==> config.mk <==
export PLATFORM = sky130hd
export DESIGN_NAME = flush_ctrl
export DESIGN_NICKNAME = d
export VERILOG_FILES = /design/src/flush_pkg.sv /design/src/flush_ctrl.sv
export SDC_FILE = /design/constraint.sdc
export NUM_CORES = 1
export LEC_CHECK = 0
export ABC_CLOCK_PERIOD_IN_PS = 800
export BUFFER_PORTS_ARGS = -buffer_cell sky130_fd_sc_hd__buf_2
export CORE_AREA = 2 2 39 41
export CTS_BUF_LIST = sky130_fd_sc_hd__clkbuf_8
export DETAILED_ROUTE_END_ITERATION = 10
export DIE_AREA = 0 0 41 43
export GPL_TIMING_DRIVEN = 0
export PLACE_DENSITY = 0.42
export SYNTH_ARGS = -nofsm -noshare
export SYNTH_HDL_FRONTEND = slang
export SYNTH_SLANG_ARGS = --single-unit
==> constraint.sdc <==
create_clock -name clk_i -period 0.8 [get_ports clk_i]
set_input_delay 0.04 -clock clk_i [delete_from_list [all_inputs] [get_ports clk_i]]
set_output_delay 0.04 -clock clk_i [all_outputs]
set_load 0.05 [all_outputs]
==> src/flush_pkg.sv <==
// Flush subsystem package with sizing constants and the opcode, privilege and fence.t state enums
`default_nettype none

package flush_pkg;

  // ----------------------------------------
  // Sizing
  // ----------------------------------------
  localparam int unsigned VLEN              = 32;  // Address width
  localparam int unsigned CACHE_LINES       = 16;  // Lines in the data cache
  localparam int unsigned LINE_IDX_W        = 4;   // Line index width
  localparam int unsigned DRAIN_IDLE_CYCLES = 15;  // Saturation value of the drain count
  localparam int unsigned RST_UARCH_CYCLES  = 16;  // Length of the microreset
  localparam int unsigned CACHE_INIT_CYCLES = 3;   // Cache init suppression after microreset
  localparam int unsigned PAD_W             = 32;  // Pad counter width

  // Derived counter widths
  localparam int unsigned DRAIN_W   = $clog2(DRAIN_IDLE_CYCLES + 1);
  localparam int unsigned RST_CNT_W = $clog2(RST_UARCH_CYCLES);

  // ----------------------------------------
  // Fence opcodes from decode
  // ----------------------------------------
  typedef enum logic [2:0] {
    FENCE_NONE = 3'd0,  // No fence this cycle
    FENCE      = 3'd1,  // Memory ordering, flushes the data cache
    FENCE_I    = 3'd2,  // Instruction stream sync
    SFENCE_VMA = 3'd3,  // Address translation sync
    FENCE_T    = 3'd4   // Timing channel microreset
  } fence_op_e;

  // Privilege levels, RISC-V encoding
  typedef enum logic [1:0] {
    PRIV_U = 2'b00,
    PRIV_S = 2'b01,
    PRIV_M = 2'b11
  } priv_lvl_e;

  // ----------------------------------------
  // fence.t sequencer states
  // ----------------------------------------
  typedef enum logic [2:0] {
    FT_IDLE,          // Waiting for fence.t
    FT_FLUSH_DCACHE,  // Waiting for the write-back acknowledge
    FT_DRAIN,         // Cache must stay idle for the drain window
    FT_PAD,           // Waiting for the pad count to run out
    FT_RST_UARCH      // Microarchitecture held in reset
  } fence_t_state_e;

endpackage

`default_nettype wire

==> src/flush_ctrl.sv <==
// Flush controller decoding pipeline events and fence opcodes into stage flushes and halt
`default_nettype none

module flush_ctrl (
  input  logic                 clk_i,
  input  logic                 rst_ni,
  // Pipeline events, single-cycle pulses
  input  logic                 mispredict_i,
  input  logic                 ex_valid_i,
  input  logic                 eret_i,
  input  logic                 flush_csr_i,
  input  flush_pkg::fence_op_e fence_op_i,
  // Data cache flush handshake
  input  logic                 flush_ack_i,
  input  logic                 fence_t_busy_i,  // fence.t sequence running
  // Stage flushes
  output logic                 set_pc_commit_o,
  output logic                 flush_if_o,
  output logic                 flush_unissued_o,
  output logic                 flush_id_o,
  output logic                 flush_ex_o,
  output logic                 flush_bp_o,
  output logic                 flush_icache_o,
  output logic                 flush_tlb_o,
  output logic                 flush_dcache_o,
  output logic                 halt_o,
  output logic                 fence_t_o  // Decoded fence.t for the sequencer
);

  logic fence_active_d, fence_active_q;  // Data cache flush in flight
  logic is_fence, is_fence_i, is_sfence;
  logic dcache_start;                    // Opcode that needs a write-back

  // Opcode decode, done once here
  assign is_fence     = (fence_op_i == flush_pkg::FENCE);
  assign is_fence_i   = (fence_op_i == flush_pkg::FENCE_I);
  assign is_sfence    = (fence_op_i == flush_pkg::SFENCE_VMA);
  assign fence_t_o    = (fence_op_i == flush_pkg::FENCE_T);
  assign dcache_start = is_fence | is_fence_i | fence_t_o;

  // ----------------------------------------
  // Stage flush decode
  // ----------------------------------------
  always_comb begin
    set_pc_commit_o  = 1'b0;
    flush_if_o       = 1'b0;
    flush_unissued_o = 1'b0;
    flush_id_o       = 1'b0;
    flush_ex_o       = 1'b0;
    flush_bp_o       = 1'b0;
    flush_icache_o   = 1'b0;
    flush_tlb_o      = 1'b0;

    // Wrong path fetched, drop front end only
    if (mispredict_i) begin
      flush_if_o       = 1'b1;
      flush_unissued_o = 1'b1;
    end

    // Fences and CSR side effects restart from the commit PC
    if (is_fence || is_fence_i || is_sfence || flush_csr_i) begin
      set_pc_commit_o  = 1'b1;
      flush_if_o       = 1'b1;
      flush_unissued_o = 1'b1;
      flush_id_o       = 1'b1;
      flush_ex_o       = 1'b1;
    end

    if (is_fence_i) flush_icache_o = 1'b1;  // Stale instructions
    if (is_sfence)  flush_tlb_o    = 1'b1;  // Stale translations
    if (fence_t_o)  flush_icache_o = 1'b1;  // Rest is up to the sequencer

    // Trap entry or return, PC comes from the trap logic
    if (ex_valid_i || eret_i) begin
      set_pc_commit_o  = 1'b0;
      flush_if_o       = 1'b1;
      flush_unissued_o = 1'b1;
      flush_id_o       = 1'b1;
      flush_ex_o       = 1'b1;
      flush_bp_o       = 1'b1;  // No speculative fetch across privilege change
    end
  end

  // ----------------------------------------
  // Data cache flush tracking
  // ----------------------------------------
  always_comb begin
    fence_active_d = fence_active_q;
    if (fence_active_q && flush_ack_i) begin
      fence_active_d = 1'b0;  // Write-back done
    end
    if (dcache_start) begin
      fence_active_d = 1'b1;
    end
  end

  always_ff @(posedge clk_i or negedge rst_ni) begin
    if (!rst_ni) begin
      fence_active_q <= 1'b0;
    end else begin
      fence_active_q <= fence_active_d;
    end
  end

  assign flush_dcache_o = fence_active_q;  // Level request, held until ack

  // Core waits for the write-back or the whole fence.t sequence
  assign halt_o = fence_active_q | fence_t_busy_i;

  // Cache only answers a request that this block raised
  a_ack_has_fence : assert property (@(posedge clk_i) disable iff (!rst_ni)
    flush_ack_i |-> fence_active_q);

endmodule

`default_nettype wire

==> results of run 1 <==
==> final cells by class <==
cell class / instances / area, um^2
plain buffers: 2 / 18.77
fillers: 148 / 1018
inverters: 2 / 7.507
multi-input cells: 14 / 140.1
flip-flops and latches: 1 / 26.28
well taps: 16 / 20.02
repair buffers: 22 / 152.6
==> logic make-up (layout without fill, tap and decap cells) <==
kind of cell / Yosys count / after routing / share of synthesized area [%]
compound gates: 3 / 3 / 14.53
xor+xnor: 2 / 2 / 11.97
buf+inv: 4 / 26 / 15.38
flops: 1 / 1 / 17.09
simple gates: 9 / 9 / 41.02
==> report_power, final <==
group	switching, mW	internal [mW]	total (mW)
registers	0.00464	0.0594	0.0640
logic	0.167	0.0991	0.266
clock network	0	0	0
==> worst max-delay path: stages <==
cell and delay [ps]:
buf_6 90, or2_4 240, nand3b_1 180, buf_6 140
buf_8 140
==> repair_timing <==
item | 4_1_cts | 5_1_grt
pin swaps | 1 | 2
gates resized for setup | 8 | 4
hold buffers | 1 | 0
setup buffers | 0 | 0
setup endpoints to repair | 5 | 5
hold endpoints to repair | 1 | 0
==> path summary, 6_finish.rpt <==
check | slack (ps) | cells past startpoint | start | endpoint
max | -70 | 5 | eret_i | flush_id_o
min | 290 | 2 | flush_ack_i | flush_dcache_o
max reg2reg | 120 | 2 | flush_dcache_o | flush_dcache_o
min reg2reg | 590 | 2 | flush_dcache_o | flush_dcache_o
max in group asynchronous | 330 | 2 | rst_ni | flush_dcache_o
min in group asynchronous | 370 | 2 | rst_ni | flush_dcache_o
==> layer usage <==
metal | vias up | part of all wire [%] | track usage, %
met1 | 90 | 39 | 6.667
li1 | 109 | - | -
met3 | 0 | 20 | 1.047
met5 | - | 0 | 0
met2 | 22 | 40 | 7.187
met4 | 0 | 0 | 0
==> placed cells by master (no fill, tap or decap), drive strengths merged <==
master	synthesis	final
buf	2	23
or2	2	2
inv	2	2
xnor2	2	2
nor3b	1	1
and3b	1	1
o21bai	1	1
nand3b	1	1
nor3	1	1
nand3	1	1
a21oi	1	1
nor2	1	1
or3b	1	1
o221ai	1	1
dfrtp	1	1
dlygate4sd3	0	1
==> summary.txt, run 1 <==
violated checks: setup timing
Area Overhead vs Synth: 149.6%
final worst slack: -72.27 ps
worst-margin pin slew: 255.8 ps
Syn Inst Count: 19
first-pass GRT wire length: 607 um
top post-synthesis cells by area: dfrtp_1, xnor2_1, buf_4
status: finished, violations left
setup TNS: -107.5 ps
Tot Pwr: 0.3304 mW
placed cell areas: 310.3 um^2
Worst-Skew Late Latency: 0 ps
Inst Count DP: 56
Ports: 22
synthesized area: 146.4 um^2
hold crit path type: input pin to flop
area leader, netlist: dfrtp_1
RSZ-0062 raised after global routing: yes
Fin. Hold Viols: 0
routed length per instance: 8.596 um
area of the core: 1384 um^2
DIE HEIGHT: 43 um
layout cells sized above 1: 78.05%
largest net degree at the start of global routing: 7
iteration count of the initial detailed-routing pass: 1
fin area: 365.4 um^2
CP Max Fanout: 3
crit share post-route: 109.0%
Layout Skew: 0 ps
DR DRC count: 0
max reg flops: 1
Die W: 41 um
Final Wtd Congestion: 0.5795
Max Clk Rate: 1146 MHz
Yosys cell types: 15
Final setup viols: 3
Worst slew margin: 83.06%
Worst Path Required: 760 ps
Hold Slack: 290.7 ps
pre-CTS setup slack: -144.0 ps
CP arrival: 830 ps
DR vias: 221
DRT iter0 DRCs: 0
Initial Utilization: 10.58%
Post-synth ARST share: 100.0%
syn nets: 30
Final Routed Wirelength: 490 um
initial antenna violation count: 0
synth cell count leaders: buf_4, inv_1, or2_2, xnor2_1
GRT Total Usage: 4.600%
Leak: 0.1693 nW
Post-synth EDFFs: 0
hpwl dp: 392.9 um
vias in the first global route: 137
crit path time final: 872.3 ps
port bufs: 21
Yosys top cell area share: 17.09%
Critical Path End Type: output pin
Main synth FF type: dfrtp_1
Yosys warnings: 0
Antenna Cells: 0
Die Area: 1763 um^2
antenna-violating nets left: 0
Seq/Total Area, Yosys: 17.09%
VDD IR-drop max: 0.0002168 V
P per Cell Area: 904.3 nW/um^2
CP startpoint kind: input pin
clk slew on worst S/H paths: 0 ps
Std-Cell Rows: 14
Final Instance Count excl. Fillers: 57
gr ovfl total: 0
max-slew violations: 0
vias per inst: 3.877
Mapped Avg Cell Area: 7.705 um^2
Crit Path Class: input pin to output pin
synthesized flop and latch total: 1
max cap viols: 0
Layout Utilization: 26.40%
number of nets in the layout: 54
Power figures use the tool's default switching activity.
==> run 2: changes to the inputs <==
Settings changed: BUFFER_PORTS_ARGS -buffer_cell sky130_fd_sc_hd__buf_2 to -buffer_cell sky130_fd_sc_hd__buf_4, PLACE_DENSITY 0.42 to unset.
==> run 2 against run 1 <==
Compared with the run above:
- the run still ends with setup timing left
- setup slack about the same
- utilization grew 3.0 points
- clock skew unchanged
- critical path depth unchanged
- maximum frequency is essentially flat
- cell count rose by 1.8%
- largest power group unchanged
==> summary.txt, run 2 (synthesis gave the netlist of run 1 again) <==
status: finished, violations left
violated checks: setup timing
Worst-Skew Late Latency: 0 ps (unchanged)
area of the core: 1384 um^2 (unchanged)
Crit path top cell by count: buf_6
P per Cell Area: 878.4 nW/um^2 (-2.9%)
iteration count of the initial detailed-routing pass: 1 (unchanged)
crit-path cells: buf_6 > or2_4 > nand3b_1 > buf_6 > buf_8
clk slew on worst S/H paths: 0 ps (unchanged)
setup TNS: -95.86 ps (+11.68 ps)
VDD IR-drop max: 0.0002530 V (+17%)
DR vias: 226 (+2.3%)
layout cells sized above 1: 78.57% (+0.52 points)
Worst Path Required: 760 ps (about the same)
DRT iter0 DRCs: 0 (unchanged)
Sequential Area: 26.28 um^2 (unchanged)
Max Clk Rate: 1147 MHz (about the same)
Die W: 41 um (unchanged)
max reg flops: 1 (unchanged)
Hold Slack: 300.5 ps (+9.862 ps)
Area Overhead vs Synth: 177.8%
Hold Path Depth: 2 (unchanged)
CP Max Fanout: 3 (unchanged)
Initial Utilization: 10.58% (unchanged)
routed length per instance: 8.690 um (+1.1%)
Final setup viols: 4 (+1)
most frequent cells in the layout: buf_4, buf_6, or2_4, inv_1, xnor2_1
DIE HEIGHT: 43 um (unchanged)
CP startpoint kind: input pin
worst-margin pin slew: 213.2 ps (-42.60 ps)
Leak: 0.1854 nW (+9.5%)
Ports: 22 (unchanged)
commonest non-fill, non-tap cell in the layout: buf_4
vias in the first global route: 170 (+24%)
max-slew violations: 0 (unchanged)
fin area: 406.6 um^2 (+11%)
Layout Skew: 0 ps (unchanged)
Worst slew margin: 85.71% (+2.6 points)
Std-Cell Rows: 14 (unchanged)
hold crit path type: input pin to flop
RSZ-0062 raised after global routing: yes
Final Instance Count excl. Fillers: 58 (+1.8%)
Antenna Cells: 0 (unchanged)
number of nets in the layout: 55 (+1.9%)
first-pass GRT wire length: 676 um (+11%)
port bufs: 21 (unchanged)
GRT Total Usage: 5.095% (+0.49 points)
Crit Path Class: input pin to output pin
Critical Path End Type: output pin
antenna-violating nets left: 0 (unchanged)
initial antenna violation count: 0 (unchanged)
crit path time final: 871.9 ps (-0.3797 ps)
Worst path max stage delay: 240 ps (about the same)
# fillers: 148 (unchanged)
Final Wtd Congestion: 0.6171 (+6.5%)
gr ovfl total: 0 (unchanged)
Worst Reg-to-Reg Cells: 2 (unchanged)
crit share post-route: 109.0% (about the same)
largest net degree at the start of global routing: 7 (unchanged)
DR DRC count: 0 (unchanged)
Die Area: 1763 um^2 (unchanged)
Fin. Hold Viols: 0 (unchanged)
vias per inst: 3.897 (+0.50%)
Layout Utilization: 29.39% (+3.0 points)
placed cell areas: 362.8 um^2 (+17%)
hpwl dp: 409.9 um (+4.3%)
final worst slack: -71.89 ps (+0.3797 ps)
Final Routed Wirelength: 504 um (+2.9%)
multi-input logic area: 140.1 um^2 (unchanged)
max cap viols: 0 (unchanged)
slowest CP cell: or2_4
Inst Count DP: 56 (unchanged)
CP arrival: 830 ps (about the same)
[run 2: final cells by class]
cell class / count / share of cell area, %
inverter: 2 / 1.846
multi-input combinational: 14 / 34.46
sequential: 1 / 6.462
buffer: 2 / 4.615
tap: 16 / 4.923
timing repair buffer: 23 / 47.69
[run 2: stage by stage]
stage,total power [mW],worst slack [ps]
after CTS,0.3547,-76.75
after floorplan,0.2327,-460.8
after global routing,0.3769,-95.74
after global placement,0.3335,-140.4
final,0.3572,-71.89
after detailed placement,0.3357,-136.6
[run 2: worst paths after layout]
kind,start,slack [ps],endpoint
setup / recovery,eret_i,-70,flush_id_o
max in group asynchronous,rst_ni,340,flush_dcache_o
min in group asynchronous,rst_ni,360,flush_dcache_o
setup reg to reg,flush_dcache_o,110,flush_dcache_o
hold / removal,flush_ack_i,300,flush_dcache_o
hold reg to reg,flush_dcache_o,600,flush_dcache_o
[run 2: routing by layer]
metal | part of all wire [%] | vias to the layer above | global-route usage (%)
met2 | 42 | 21 | 10.31
met3 | 21 | 0 | 0.5236
li1 | - | 110 | -
met1 | 36 | 95 | 5.380
met4 | 0 | 0 | 0
met5 | 0 | - | 0
[run 2: worst max-delay path: cells and delay by family]
kind | cells | cell delay, ps
and+or+nand+nor | 2 | 420
buffers and inverters | 3 | 370
[run 2: repair_timing]
item / CTS / global route
gates resized for setup: 6 / 0
hold endpoints to repair: 1 / 0
pin swaps: 1 / 1
setup buffers: 0 / 1
setup endpoints to repair: 5 / 4
hold buffers: 1 / 0
[run 2: report_power, final]
part	leakage, nW	total [mW]	switching, mW	internal, mW
sequential	0.0106	0.0645	0.00505	0.0594
combinational	0.175	0.293	0.168	0.124
clock	0	0	0	0
total	0.185	0.357	0.173	0.184
