<file path="src/flush_pkg.sv">
// Flush subsystem package with sizing constants and the opcode, privilege and fence.t state enums
`default_nettype none

package flush_pkg;

  // ----------------------------------------
  // Sizing
  // ----------------------------------------
  localparam int unsigned VLEN              = 32;  // Address width
  localparam int unsigned CACHE_LINES       = 16;  // Lines in the data cache
  localparam int unsigned LINE_IDX_W        = 4;   // Line index width
  localparam int unsigned DRAIN_IDLE_CYCLES = 15;  // Saturation value of the drain count
  localparam int unsigned RST_UARCH_CYCLES  = 16;  // Length of the microreset
  localparam int unsigned CACHE_INIT_CYCLES = 3;   // Cache init suppression after microreset
  localparam int unsigned PAD_W             = 32;  // Pad counter width

  // Derived counter widths
  localparam int unsigned DRAIN_W   = $clog2(DRAIN_IDLE_CYCLES + 1);
  localparam int unsigned RST_CNT_W = $clog2(RST_UARCH_CYCLES);

  // ----------------------------------------
  // Fence opcodes from decode
  // ----------------------------------------
  typedef enum logic [2:0] {
    FENCE_NONE = 3'd0,  // No fence this cycle
    FENCE      = 3'd1,  // Memory ordering, flushes the data cache
    FENCE_I    = 3'd2,  // Instruction stream sync
    SFENCE_VMA = 3'd3,  // Address translation sync
    FENCE_T    = 3'd4   // Timing channel microreset
  } fence_op_e;

  // Privilege levels, RISC-V encoding
  typedef enum logic [1:0] {
    PRIV_U = 2'b00,
    PRIV_S = 2'b01,
    PRIV_M = 2'b11
  } priv_lvl_e;

  // ----------------------------------------
  // fence.t sequencer states
  // ----------------------------------------
  typedef enum logic [2:0] {
    FT_IDLE,          // Waiting for fence.t
    FT_FLUSH_DCACHE,  // Waiting for the write-back acknowledge
    FT_DRAIN,         // Cache must stay idle for the drain window
    FT_PAD,           // Waiting for the pad count to run out
    FT_RST_UARCH      // Microarchitecture held in reset
  } fence_t_state_e;

endpackage

`default_nettype wire

</file>
<file path="src/dcache_flush_unit.sv">
// Write-back data cache dirty bitmap with store port and ordered write-back on flush
`default_nettype none

module dcache_flush_unit (
  input  logic                             clk_i,
  input  logic                             rst_ni,
  // Store port
  input  logic                             store_valid_i,
  input  logic [flush_pkg::LINE_IDX_W-1:0] store_idx_i,
  output logic                             store_ready_o,
  // Flush request from the controller
  input  logic                             flush_i,       // Level, held until ack
  input  logic                             stall_i,       // fence.t in progress
  output logic                             flush_ack_o,   // One cycle
  output logic                             busy_o,
  // Memory write-back port
  output logic                             wb_valid_o,
  output logic [flush_pkg::LINE_IDX_W-1:0] wb_idx_o,
  input  logic                             wb_ready_i
);

  logic [flush_pkg::CACHE_LINES-1:0] dirty_d, dirty_q;
  logic                              any_dirty;
  logic                              ack_q;

  assign any_dirty = |dirty_q;

  // No new stores while flushing, keeps the write-back index stable
  assign store_ready_o = ~stall_i & ~flush_i;

  // Lowest dirty line goes out first
  always_comb begin
    wb_idx_o = '0;
    for (int i = flush_pkg::CACHE_LINES - 1; i >= 0; i--) begin
      if (dirty_q[i]) wb_idx_o = i[flush_pkg::LINE_IDX_W-1:0];
    end
  end

  assign wb_valid_o  = flush_i & any_dirty;
  assign busy_o      = wb_valid_o;  // Write-back outstanding
  assign flush_ack_o = ack_q;

  // ----------------------------------------
  // Dirty bitmap
  // ----------------------------------------
  always_comb begin
    dirty_d = dirty_q;
    if (wb_valid_o && wb_ready_i) dirty_d[wb_idx_o] = 1'b0;             // Line written back
    if (store_valid_i && store_ready_o) dirty_d[store_idx_i] = 1'b1;
  end

  always_ff @(posedge clk_i or negedge rst_ni) begin
    if (!rst_ni) begin
      dirty_q <= '0;
      ack_q   <= 1'b0;
    end else begin
      dirty_q <= dirty_d;
      ack_q   <= flush_i & ~any_dirty & ~ack_q;  // Single pulse per request
    end
  end

  a_wb_stable : assert property (@(posedge clk_i) disable iff (!rst_ni)
    wb_valid_o && !wb_ready_i |=> wb_valid_o && $stable(wb_idx_o));

endmodule

`default_nettype wire

</file>
<file path="config.mk">
export PLATFORM = sky130hd
export DESIGN_NAME = dcache_flush_unit
export DESIGN_NICKNAME = d
export VERILOG_FILES = /design/src/flush_pkg.sv /design/src/dcache_flush_unit.sv
export SDC_FILE = /design/constraint.sdc
export NUM_CORES = 1
export LEC_CHECK = 0
export BUFFER_PORTS_ARGS = -buffer_cell sky130_fd_sc_hd__buf_2
export CORE_MARGIN = 2
export CORE_UTILIZATION = 45
export CTS_BUF_LIST = sky130_fd_sc_hd__clkbuf_16
export DETAILED_ROUTE_END_ITERATION = 12
export GPL_ROUTABILITY_DRIVEN = 0
export PLACE_DENSITY_LB_ADDON = 0.1
export SYNTH_ARGS = -nofsm -noshare
export SYNTH_HDL_FRONTEND = slang
export SYNTH_SLANG_ARGS = --single-unit
</file>
<file path="constraint.sdc">
create_clock -name clk_i -period 3 [get_ports clk_i]
set_clock_uncertainty 0.2 [all_clocks]
set_input_delay 0.3 -clock clk_i [delete_from_list [all_inputs] [get_ports clk_i]]
set_output_delay 0.3 -clock clk_i [all_outputs]
set_load 0.02 [all_outputs]
</file>
==> flow_summary.json, run 1 <==
{
  "clock_latency_ns": 0.25,
  "yosysWarnings": 0,
  "cts_max_level": 1,
  "multi_input_area_um2": 557,
  "synthCells": 116,
  "clock-sinks": 17,
  "min_path_cells": 2,
  "grt_max_degree": 18,
  "worstSetupEndpointType": "primary output",
  "grt_usage_pct": 23.3,
  "final_common_cell": "nor2_1",
  "cts_tree": "done",
  "max_freq_mhz": 391,
  "holdWs_ns": 0.142,
  "drcViolationCount": 0,
  "finalPower_mw": 1.16,
  "drt-pass1-iter-count": 4,
  "fillers": 208,
  "rows": 17,
  "rsz0062_at_grt": "no",
  "maxSlewHeadroom_pct": 64.9,
  "finalHoldViolations": 0,
  "p_per_area_mw_per_mm2": 954,
  "drt-total-wl_mm": 2.52,
  "synth-edff-count": 0,
  "clk_pin_slew_worst_paths_ns": 0.05,
  "netlist_area_mm2": 0.00104,
  "drive_gt1_share_pct": 20.0,
  "worstRegToRegCells": 5,
  "worstMarginPinSlew_ns": 0.514,
  "wl_per_cell_um": 15.5,
  "ys_seq_area_share_pct": 41.0,
  "core_area_mm2": 0.00219,
  "port_buffers": 17,
  "cts_repair_resize_count": 0,
  "grt_overflow": 0,
  "ff_latch_area_um2": 425,
  "vdd_drop_max_uv": 443,
  "vias_per_cell": 6.11,
  "grt_antenna_before_repair": 0,
  "via_count": 996,
  "synthArstFlopShare_pct": 100,
  "p_leak_nw": 0.504,
  "hold_start": "flush_i",
  "ant_nets": 0,
  "die-area_mm2": 0.00271,
  "required_ns": 2.50,
  "finalCritPeriodShare_pct": 85.2,
  "critical_path_class": "register to primary output",
  "status": "finished clean",
  "fp.dieW_um": 52.0,
  "layout_common_cells": "nor2_1 (21), dfrtp_1 (17), buf_2 (17)",
  "setup_tns_ns": 0,
  "r2r_start": "dirty_q[3]$_DFF_PN0_",
  "path_max_fanout": 5,
  "postLayoutCellArea_mm2": 0.00121,
  "n_antenna_cell": 0,
  "startpoint_type": "register",
  "cts_buffers": 3,
  "synth-seq-cells": 17,
  "grt_pass1_vias": 971,
  "ys.flop_type": "dfrtp_1",
  "io_pins": 18,
  "clk_path_buf_depth": 2,
  "hp-class": "input pin to register",
  "syn2layout_area_growth_pct": 17.1,
  "hpwl_mm": 1.95,
  "setup_viol": 0,
  "report.final.slew_viol_count": 0,
  "fin_nets": 146,
  "placed_area_mm2": 0.00112,
  "layout_min_cycle_time_ns": 2.56,
  "die_h_um": 52.0,
  "crit_arrival_ns": 2.06,
  "avgSynthCellArea_um2": 8.94,
  "start_util_pct": 47.3,
  "synth_nets": 126,
  "crit_start": "dirty_q[5]$_DFF_PN0_",
  "grt_pass1_wl_mm": 4.53,
  "yosysUniqueCellTypes": 38,
  "drt_iter0_markers": 31,
  "drv_cap": 0,
  "ctsRootBufferMaster": "clkbuf_16"
}
-- layer usage --
layer / share of wire [%] / global-route usage, %
met5: 0 / 0
met3: 5.5 / 4.89
met1: 45 / 31.0
met4: 3.2 / 15.8
met2: 46 / 33.8
-- area by class of cell --
class                           count  share of cell area [%]
Tap cell                           28                    2.88
Timing Repair Buffer               18                    7.83
Inverter                            6                    1.85
Clock buffer                        3                    6.18
Sequential cell                    17                    35.0
Multi-Input combinational cell     90                    45.8
Clock inverter                      1                   0.412
-- state kept, by name (all words and copies together), names as in the netlist --
register     cells
dirty_q         16
flush_ack_o      1
-- power breakdown --
part           switching, mW  internal [mW]  total [mW]
clock network         0.0903          0.178       0.269
logic                  0.332          0.203       0.535
registers             0.0760          0.279       0.355
-- kinds of logic (layout without fill, tap and decap cells) --
logic type	after synthesis	after routing	synth area share, %
buffers and inverters	9	28	5.31
AO/OA/AOI/OAI	36	36	24.2
flip-flops	17	17	41.0
AND/OR/NAND/NOR	54	54	29.4
-- worst max-delay path: stages (launching register included) --
cell and delay, ns:
dfrtp_1 0.45, inv_1 0.09, a221oi_1 0.40, o211ai_1 0.26, a21oi_1 0.37, buf_2 0.24
-- cells in the mapped netlist, types with 3 or more instances --
master	count	area [um2]
nor2_1	21	78.8
dfrtp_1	17	425
nand2_1	8	30.0
o21ai_0	8	40.0
a21oi_1	6	30.0
inv_1	6	22.5
nand2b_1	3	18.8
o2bb2ai_1	3	26.3
-- worst paths after layout --
| check | to | slack (ns) |
|---|---|---|
| worst max-delay path | wb_idx_o[0] | 0.44 |
| worst min-delay path | flush_ack_o$_DFF_PN0_ | 0.14 |
| worst max register to register | dirty_q[13]$_DFF_PN0_ | 0.52 |
| worst min register to register | flush_ack_o$_DFF_PN0_ | 0.22 |
| max in group asynchronous | flush_ack_o$_DFF_PN0_ | 2.04 |
| min in group asynchronous | dirty_q[3]$_DFF_PN0_ | 0.29 |
-- through the flow --
step	worst slack, ns	utilization, %	std cells
after floorplan	0.878	-	116
after global placement	0.474	51.3	158
after detailed placement	0.560	51.3	158
after CTS	0.459	55.5	163
final	0.444	55.5	163
after global routing	0.274	55.5	163
-- what timing repair did --
action,4_1_cts,5_1_grt
setup endpoints to repair,0,0
buffers inserted,0,0
hold endpoints to repair,17,0
hold buffers,1,0
Power figures use the tool's default switching activity.
==> run 2, diff against run 1 <==
--- a/config.mk
+++ b/config.mk
@@ -12,6 +12,7 @@
 export DETAILED_ROUTE_END_ITERATION = 12
 export GPL_ROUTABILITY_DRIVEN = 0
 export PLACE_DENSITY_LB_ADDON = 0.1
+export RECOVER_POWER = 25
 export SYNTH_ARGS = -nofsm -noshare
 export SYNTH_HDL_FRONTEND = slang
 export SYNTH_SLANG_ARGS = --single-unit
==> flow_summary.json, run 2 (synthesized netlist as in run 1, its figures left out) <==
{
  "grt_antenna_before_repair": 0,
  "top_register": "dirty_q",
  "via_count": 994,
  "cts_buffers": 3,
  "vdd_drop_max_uv": 443,
  "worstRegToRegCells": 5,
  "critical_path_class": "register to primary output",
  "path_max_fanout": 5,
  "largest_reg_flops": 16,
  "required_ns": 2.50,
  "drv_cap": 0,
  "r2r_end": "dirty_q[13]$_DFF_PN0_",
  "clk_path_buf_depth": 2,
  "n_antenna_cell": 0,
  "drt-pass1-iter-count": 4,
  "status": "finished clean",
  "finalCritPeriodShare_pct": 85.2,
  "setup_tns_ns": 0,
  "die_h_um": 52.0,
  "fp.dieW_um": 52.0,
  "rsz0062_at_grt": "no",
  "slowest_stage": "dfrtp_1",
  "setup_viol": 0,
  "report.final.slew_viol_count": 0,
  "drt_iter0_markers": 31,
  "finalPower_mw": 1.16,
  "crit_arrival_ns": 2.06,
  "crit_path_end": "wb_idx_o[0]",
  "cp_slowest_stage_delay_ns": 0.45,
  "rows": 17,
  "postCtsSetupBuffers": 0,
  "final_common_cell": "nor2_1",
  "grt_overflow": 0,
  "crit_start": "dirty_q[5]$_DFF_PN0_",
  "die-area_mm2": 0.00271,
  "port_buffers": 17,
  "ctsRootBufferMaster": "clkbuf_16",
  "cts_max_level": 1,
  "post-place-ws_ns": 0.560,
  "layout_min_cycle_time_ns": 2.56,
  "p_per_area_mw_per_mm2": 955,
  "layout_common_cells": "nor2_1 (21), dfrtp_1 (17), buf_2 (16)",
  "drcViolationCount": 0,
  "place_inst": 158,
  "grt_pass1_vias": 971,
  "start_util_pct": 47.3,
  "drt-total-wl_mm": 2.53,
  "cts_repair_resize_count": 0,
  "finalHoldViolations": 0,
  "path_cells": "inv_1, a221oi_1, o211ai_1, a21oi_1, buf_2",
  "grt_usage_pct": 23.3,
  "fillers": 209,
  "r2r_slack_ns": 0.52,
  "utilization_pct": 55.4,
  "cts_tree": "done",
  "ant_nets": 0,
  "grt_max_degree": 18,
  "worstSetupEndpointType": "primary output",
  "clock_latency_ns": 0.25,
  "fin_nets": 146,
  "clk_pin_slew_worst_paths_ns": 0.05,
  "clock-sinks": 17,
  "layout_setup_ws_ns": 0.444,
  "worstMarginPinSlew_ns": 0.885,
  "core_area_mm2": 0.00219,
  "maxSlewHeadroom_pct": 41.0,
  "syn2layout_area_growth_pct": 17.0,
  "startpoint_type": "register",
  "io_pins": 18,
  "max_freq_mhz": 391,
  "r2r_start": "dirty_q[3]$_DFF_PN0_",
  "hpwl_mm": 1.95,
  "vias_per_cell": 6.10,
  "wl_per_cell_um": 15.5,
  "hp-class": "input pin to register",
  "p_leak_nw": 0.501,
  "stdcell_count": 163,
  "drive_gt1_share_pct": 19.3,
  "grt_pass1_wl_mm": 4.53
}
[run 2: changes by cell type in the layout (fill, tap and decap cells not counted)]
cell	delta
clkbuf_1	+1
buf_2	-1
[run 2: how the worst min path moves through the flow]
stage            start                     to  slack, ns  cells after the start
2_1_floorplan   rst_ni   dirty_q[0]$_DFF_PN0_      -0.20                      0
3_3_place_gp    rst_ni   dirty_q[1]$_DFF_PN0_       0.04                      1
3_5_place_dp    rst_ni   dirty_q[1]$_DFF_PN0_       0.05                      1
4_1_cts        flush_i  flush_ack_o$_DFF_PN0_       0.14                      2
5_1_grt        flush_i  flush_ack_o$_DFF_PN0_       0.16                      2
6_report       flush_i  flush_ack_o$_DFF_PN0_       0.14                      2
[run 2: layout make-up]
type / instances / area (um2) / share of cell area [%]
well taps: 28 / 35.0 / 2.89
repair buffers: 18 / 93.8 / 7.73
inverters: 6 / 22.5 / 1.86
multi-input cells: 90 / 557 / 45.9
clock inverters: 1 / 5.00 / 0.412
flip-flops and latches: 17 / 425 / 35.1
clock buffers: 3 / 75.1 / 6.19
[run 2: critical path, delay by kind of cell, from the launching register on]
family	cells	cell delay (ns)
DFF	1	0.45
AOI/OAI and AO/OA	3	1.03
buffers and inverters	2	0.33
[run 2: repair_timing]
action,CTS,global route
endpoints found under the setup margin,0,0
endpoints found under the hold margin,17,0
hold buffers,1,0
[run 2: metal layers]
metal  GRT usage, %  routed length [um]
met1           31.0                1150
met2           33.8                1160
met3           4.89                 140
met4           15.8                  82
met5              0                   0
[run 2: metrics by stage]
stage	hold WS (ns)	area (um2)
global placement	0.0415	1120
floorplan	-0.196	1040
CTS	0.145	1210
global route	0.157	1210
finish	0.141	1210
detailed placement	0.0503	1120
[run 2: report_power, final]
| part | internal [mW] | switching, mW | total, mW | leakage [nW] |
|---|---|---|---|---|
| Sequential | 0.279 | 0.0760 | 0.355 | 0.206 |
| Combinational | 0.203 | 0.332 | 0.535 | 0.254 |
| Clock | 0.178 | 0.0903 | 0.269 | 0.0409 |
==> run 3, diff against run 2 <==
--- a/config.mk
+++ b/config.mk
@@ -7,7 +7,7 @@
 export LEC_CHECK = 0
 export BUFFER_PORTS_ARGS = -buffer_cell sky130_fd_sc_hd__buf_2
 export CORE_MARGIN = 2
-export CORE_UTILIZATION = 45
+export CORE_UTILIZATION = 30
 export CTS_BUF_LIST = sky130_fd_sc_hd__clkbuf_16
 export DETAILED_ROUTE_END_ITERATION = 12
 export GPL_ROUTABILITY_DRIVEN = 0
==> flow_summary.json, run 3 (synthesized netlist as in run 1, its figures left out) <==
{
  "stdcell_count": 181,
  "cts_buffers": 3,
  "worstMarginPinSlew_ns": 0.950,
  "grt_max_degree": 18,
  "final_common_cell": "nor2_1",
  "slowest_stage": "dfrtp_1",
  "wl_per_cell_um": 14.6,
  "hpwl_mm": 2.01,
  "clock-sinks": 17,
  "p_sw_uw": 495,
  "layout_common_cells": "nor2_1 (21), dfrtp_1 (17), buf_2 (16)",
  "clk_path_buf_depth": 2,
  "cp_top_family": "compound AO/OA/AOI/OAI gates",
  "cp_slowest_stage_delay_ns": 0.40,
  "drt-total-wl_mm": 2.65,
  "vdd_drop_max_uv": 324,
  "drt-pass1-iter-count": 4,
  "core_area_mm2": 0.00334,
  "cts_max_level": 1,
  "setup_tns_ns": 0,
  "holdWs_ns": 0.137,
  "hp-class": "input pin to register",
  "fin_nets": 146,
  "syn2layout_area_growth_pct": 19.2,
  "drcViolationCount": 0,
  "required_ns": 2.50,
  "p_leak_nw": 0.501,
  "utilization_pct": 37.0,
  "startpoint_type": "register",
  "grt_pass1_vias": 952,
  "grt_overflow": 0,
  "path_max_fanout": 5,
  "finalCritPeriodShare_pct": 85.4,
  "p_per_area_mw_per_mm2": 935,
  "via_count": 950,
  "cp.buffers_inverters": 1,
  "drt_iter0_markers": 64,
  "finalHoldViolations": 0,
  "layout_setup_ws_ns": 0.438,
  "cts_tree": "done",
  "port_buffers": 17,
  "postCtsSetupBuffers": 0,
  "intPower_uw": 660,
  "grt_usage_pct": 15.1,
  "rsz0062_at_grt": "no",
  "layout_min_cycle_time_ns": 2.56,
  "ant_nets": 0,
  "drive_gt1_share_pct": 19.3,
  "swShare_pct": 42.9,
  "r2r_slack_ns": 0.55,
  "ctsRootBufferMaster": "clkbuf_16",
  "grt_pass1_wl_mm": 4.73,
  "rows": 21,
  "clock_latency_ns": 0.25,
  "clockPowerShare_pct": 23.5,
  "io_pins": 18,
  "grt_antenna_before_repair": 0,
  "finalPower_mw": 1.16,
  "setup_viol": 0,
  "largest_reg_flops": 16,
  "report.final.slew_viol_count": 0,
  "die_h_um": 62.8,
  "post-place-ws_ns": 0.577,
  "path_cells": "nand2b_1, a221oi_1, o211ai_1, a21oi_1, buf_2",
  "placed_area_mm2": 0.00115,
  "status": "finished clean",
  "maxSlewHeadroom_pct": 36.7,
  "vias_per_cell": 5.25,
  "share_comb_of_total_power_pct": 45.7,
  "postLayoutCellArea_mm2": 0.00124,
  "max_freq_mhz": 390,
  "worstSetupEndpointType": "primary output",
  "critical_path_class": "register to primary output",
  "crit_arrival_ns": 2.06,
  "top_register": "dirty_q",
  "drv_cap": 0,
  "die-area_mm2": 0.00394,
  "start_util_pct": 31.1,
  "p_seq_share_pct": 30.7,
  "fp.dieW_um": 62.8,
  "place_inst": 176,
  "n_antenna_cell": 0,
  "clk_pin_slew_worst_paths_ns": 0.05
}
-- run 3: cell counts in the layout (fill, tap and decap cells not counted) --
Identical to the previous run, type by type.
-- run 3: power by group through the flow --
stage / combinational (mW) / sequential, mW / clock, mW
CTS: 0.529 / 0.354 / 0.278
global placement: 0.530 / 0.361 / 0
floorplan: 0.421 / 0.338 / 0
detailed placement: 0.526 / 0.358 / 0
global route: 0.590 / 0.364 / 0.292
finish: 0.529 / 0.355 / 0.272
-- run 3: per-layer routing --
layer	routed length (um)	part of all wire [%]	track usage [%]
met5	0	0	0
met4	21	0.79	3.89
met3	162	6.1	4.32
met2	1270	48	23.5
met1	1190	45	20.7
-- run 3: what timing repair did --
| item | CTS | global route |
|---|---|---|
| hold endpoints to repair | 17 | 0 |
| hold buffers | 1 | 0 |
| resized for setup | 0 | 0 |
-- run 3: cell type report --
cell class / count / area [um2]
clock buffer: 3 / 75.1
multi-input combinational: 90 / 557
sequential: 17 / 425
fill: 341 / 2100
inverter: 6 / 22.5
tap: 46 / 57.6
clock inverter: 1 / 5.00
timing repair buffer: 18 / 93.8
-- run 3: final timing paths --
path                                       start                    end  depth (start not counted)
min reg2reg                flush_ack_o$_DFF_PN0_  flush_ack_o$_DFF_PN0_                          1
min in group asynchronous                 rst_ni  dirty_q[12]$_DFF_PN0_                          2
max in group asynchronous                 rst_ni   dirty_q[0]$_DFF_PN0_                          2
max                        dirty_q[14]$_DFF_PN0_            wb_idx_o[0]                          5
max reg2reg                 dirty_q[2]$_DFF_PN0_  dirty_q[13]$_DFF_PN0_                          5
min                                      flush_i  flush_ack_o$_DFF_PN0_                          2
-- run 3: worst reg2reg max path: stages, from the launching register on --
cell and delay (ns):
dfrtp_1 0.44, or4_4 0.60, nor2_8 0.17, nand4_1 0.18, a2111oi_0 0.55, o22ai_1 0.16
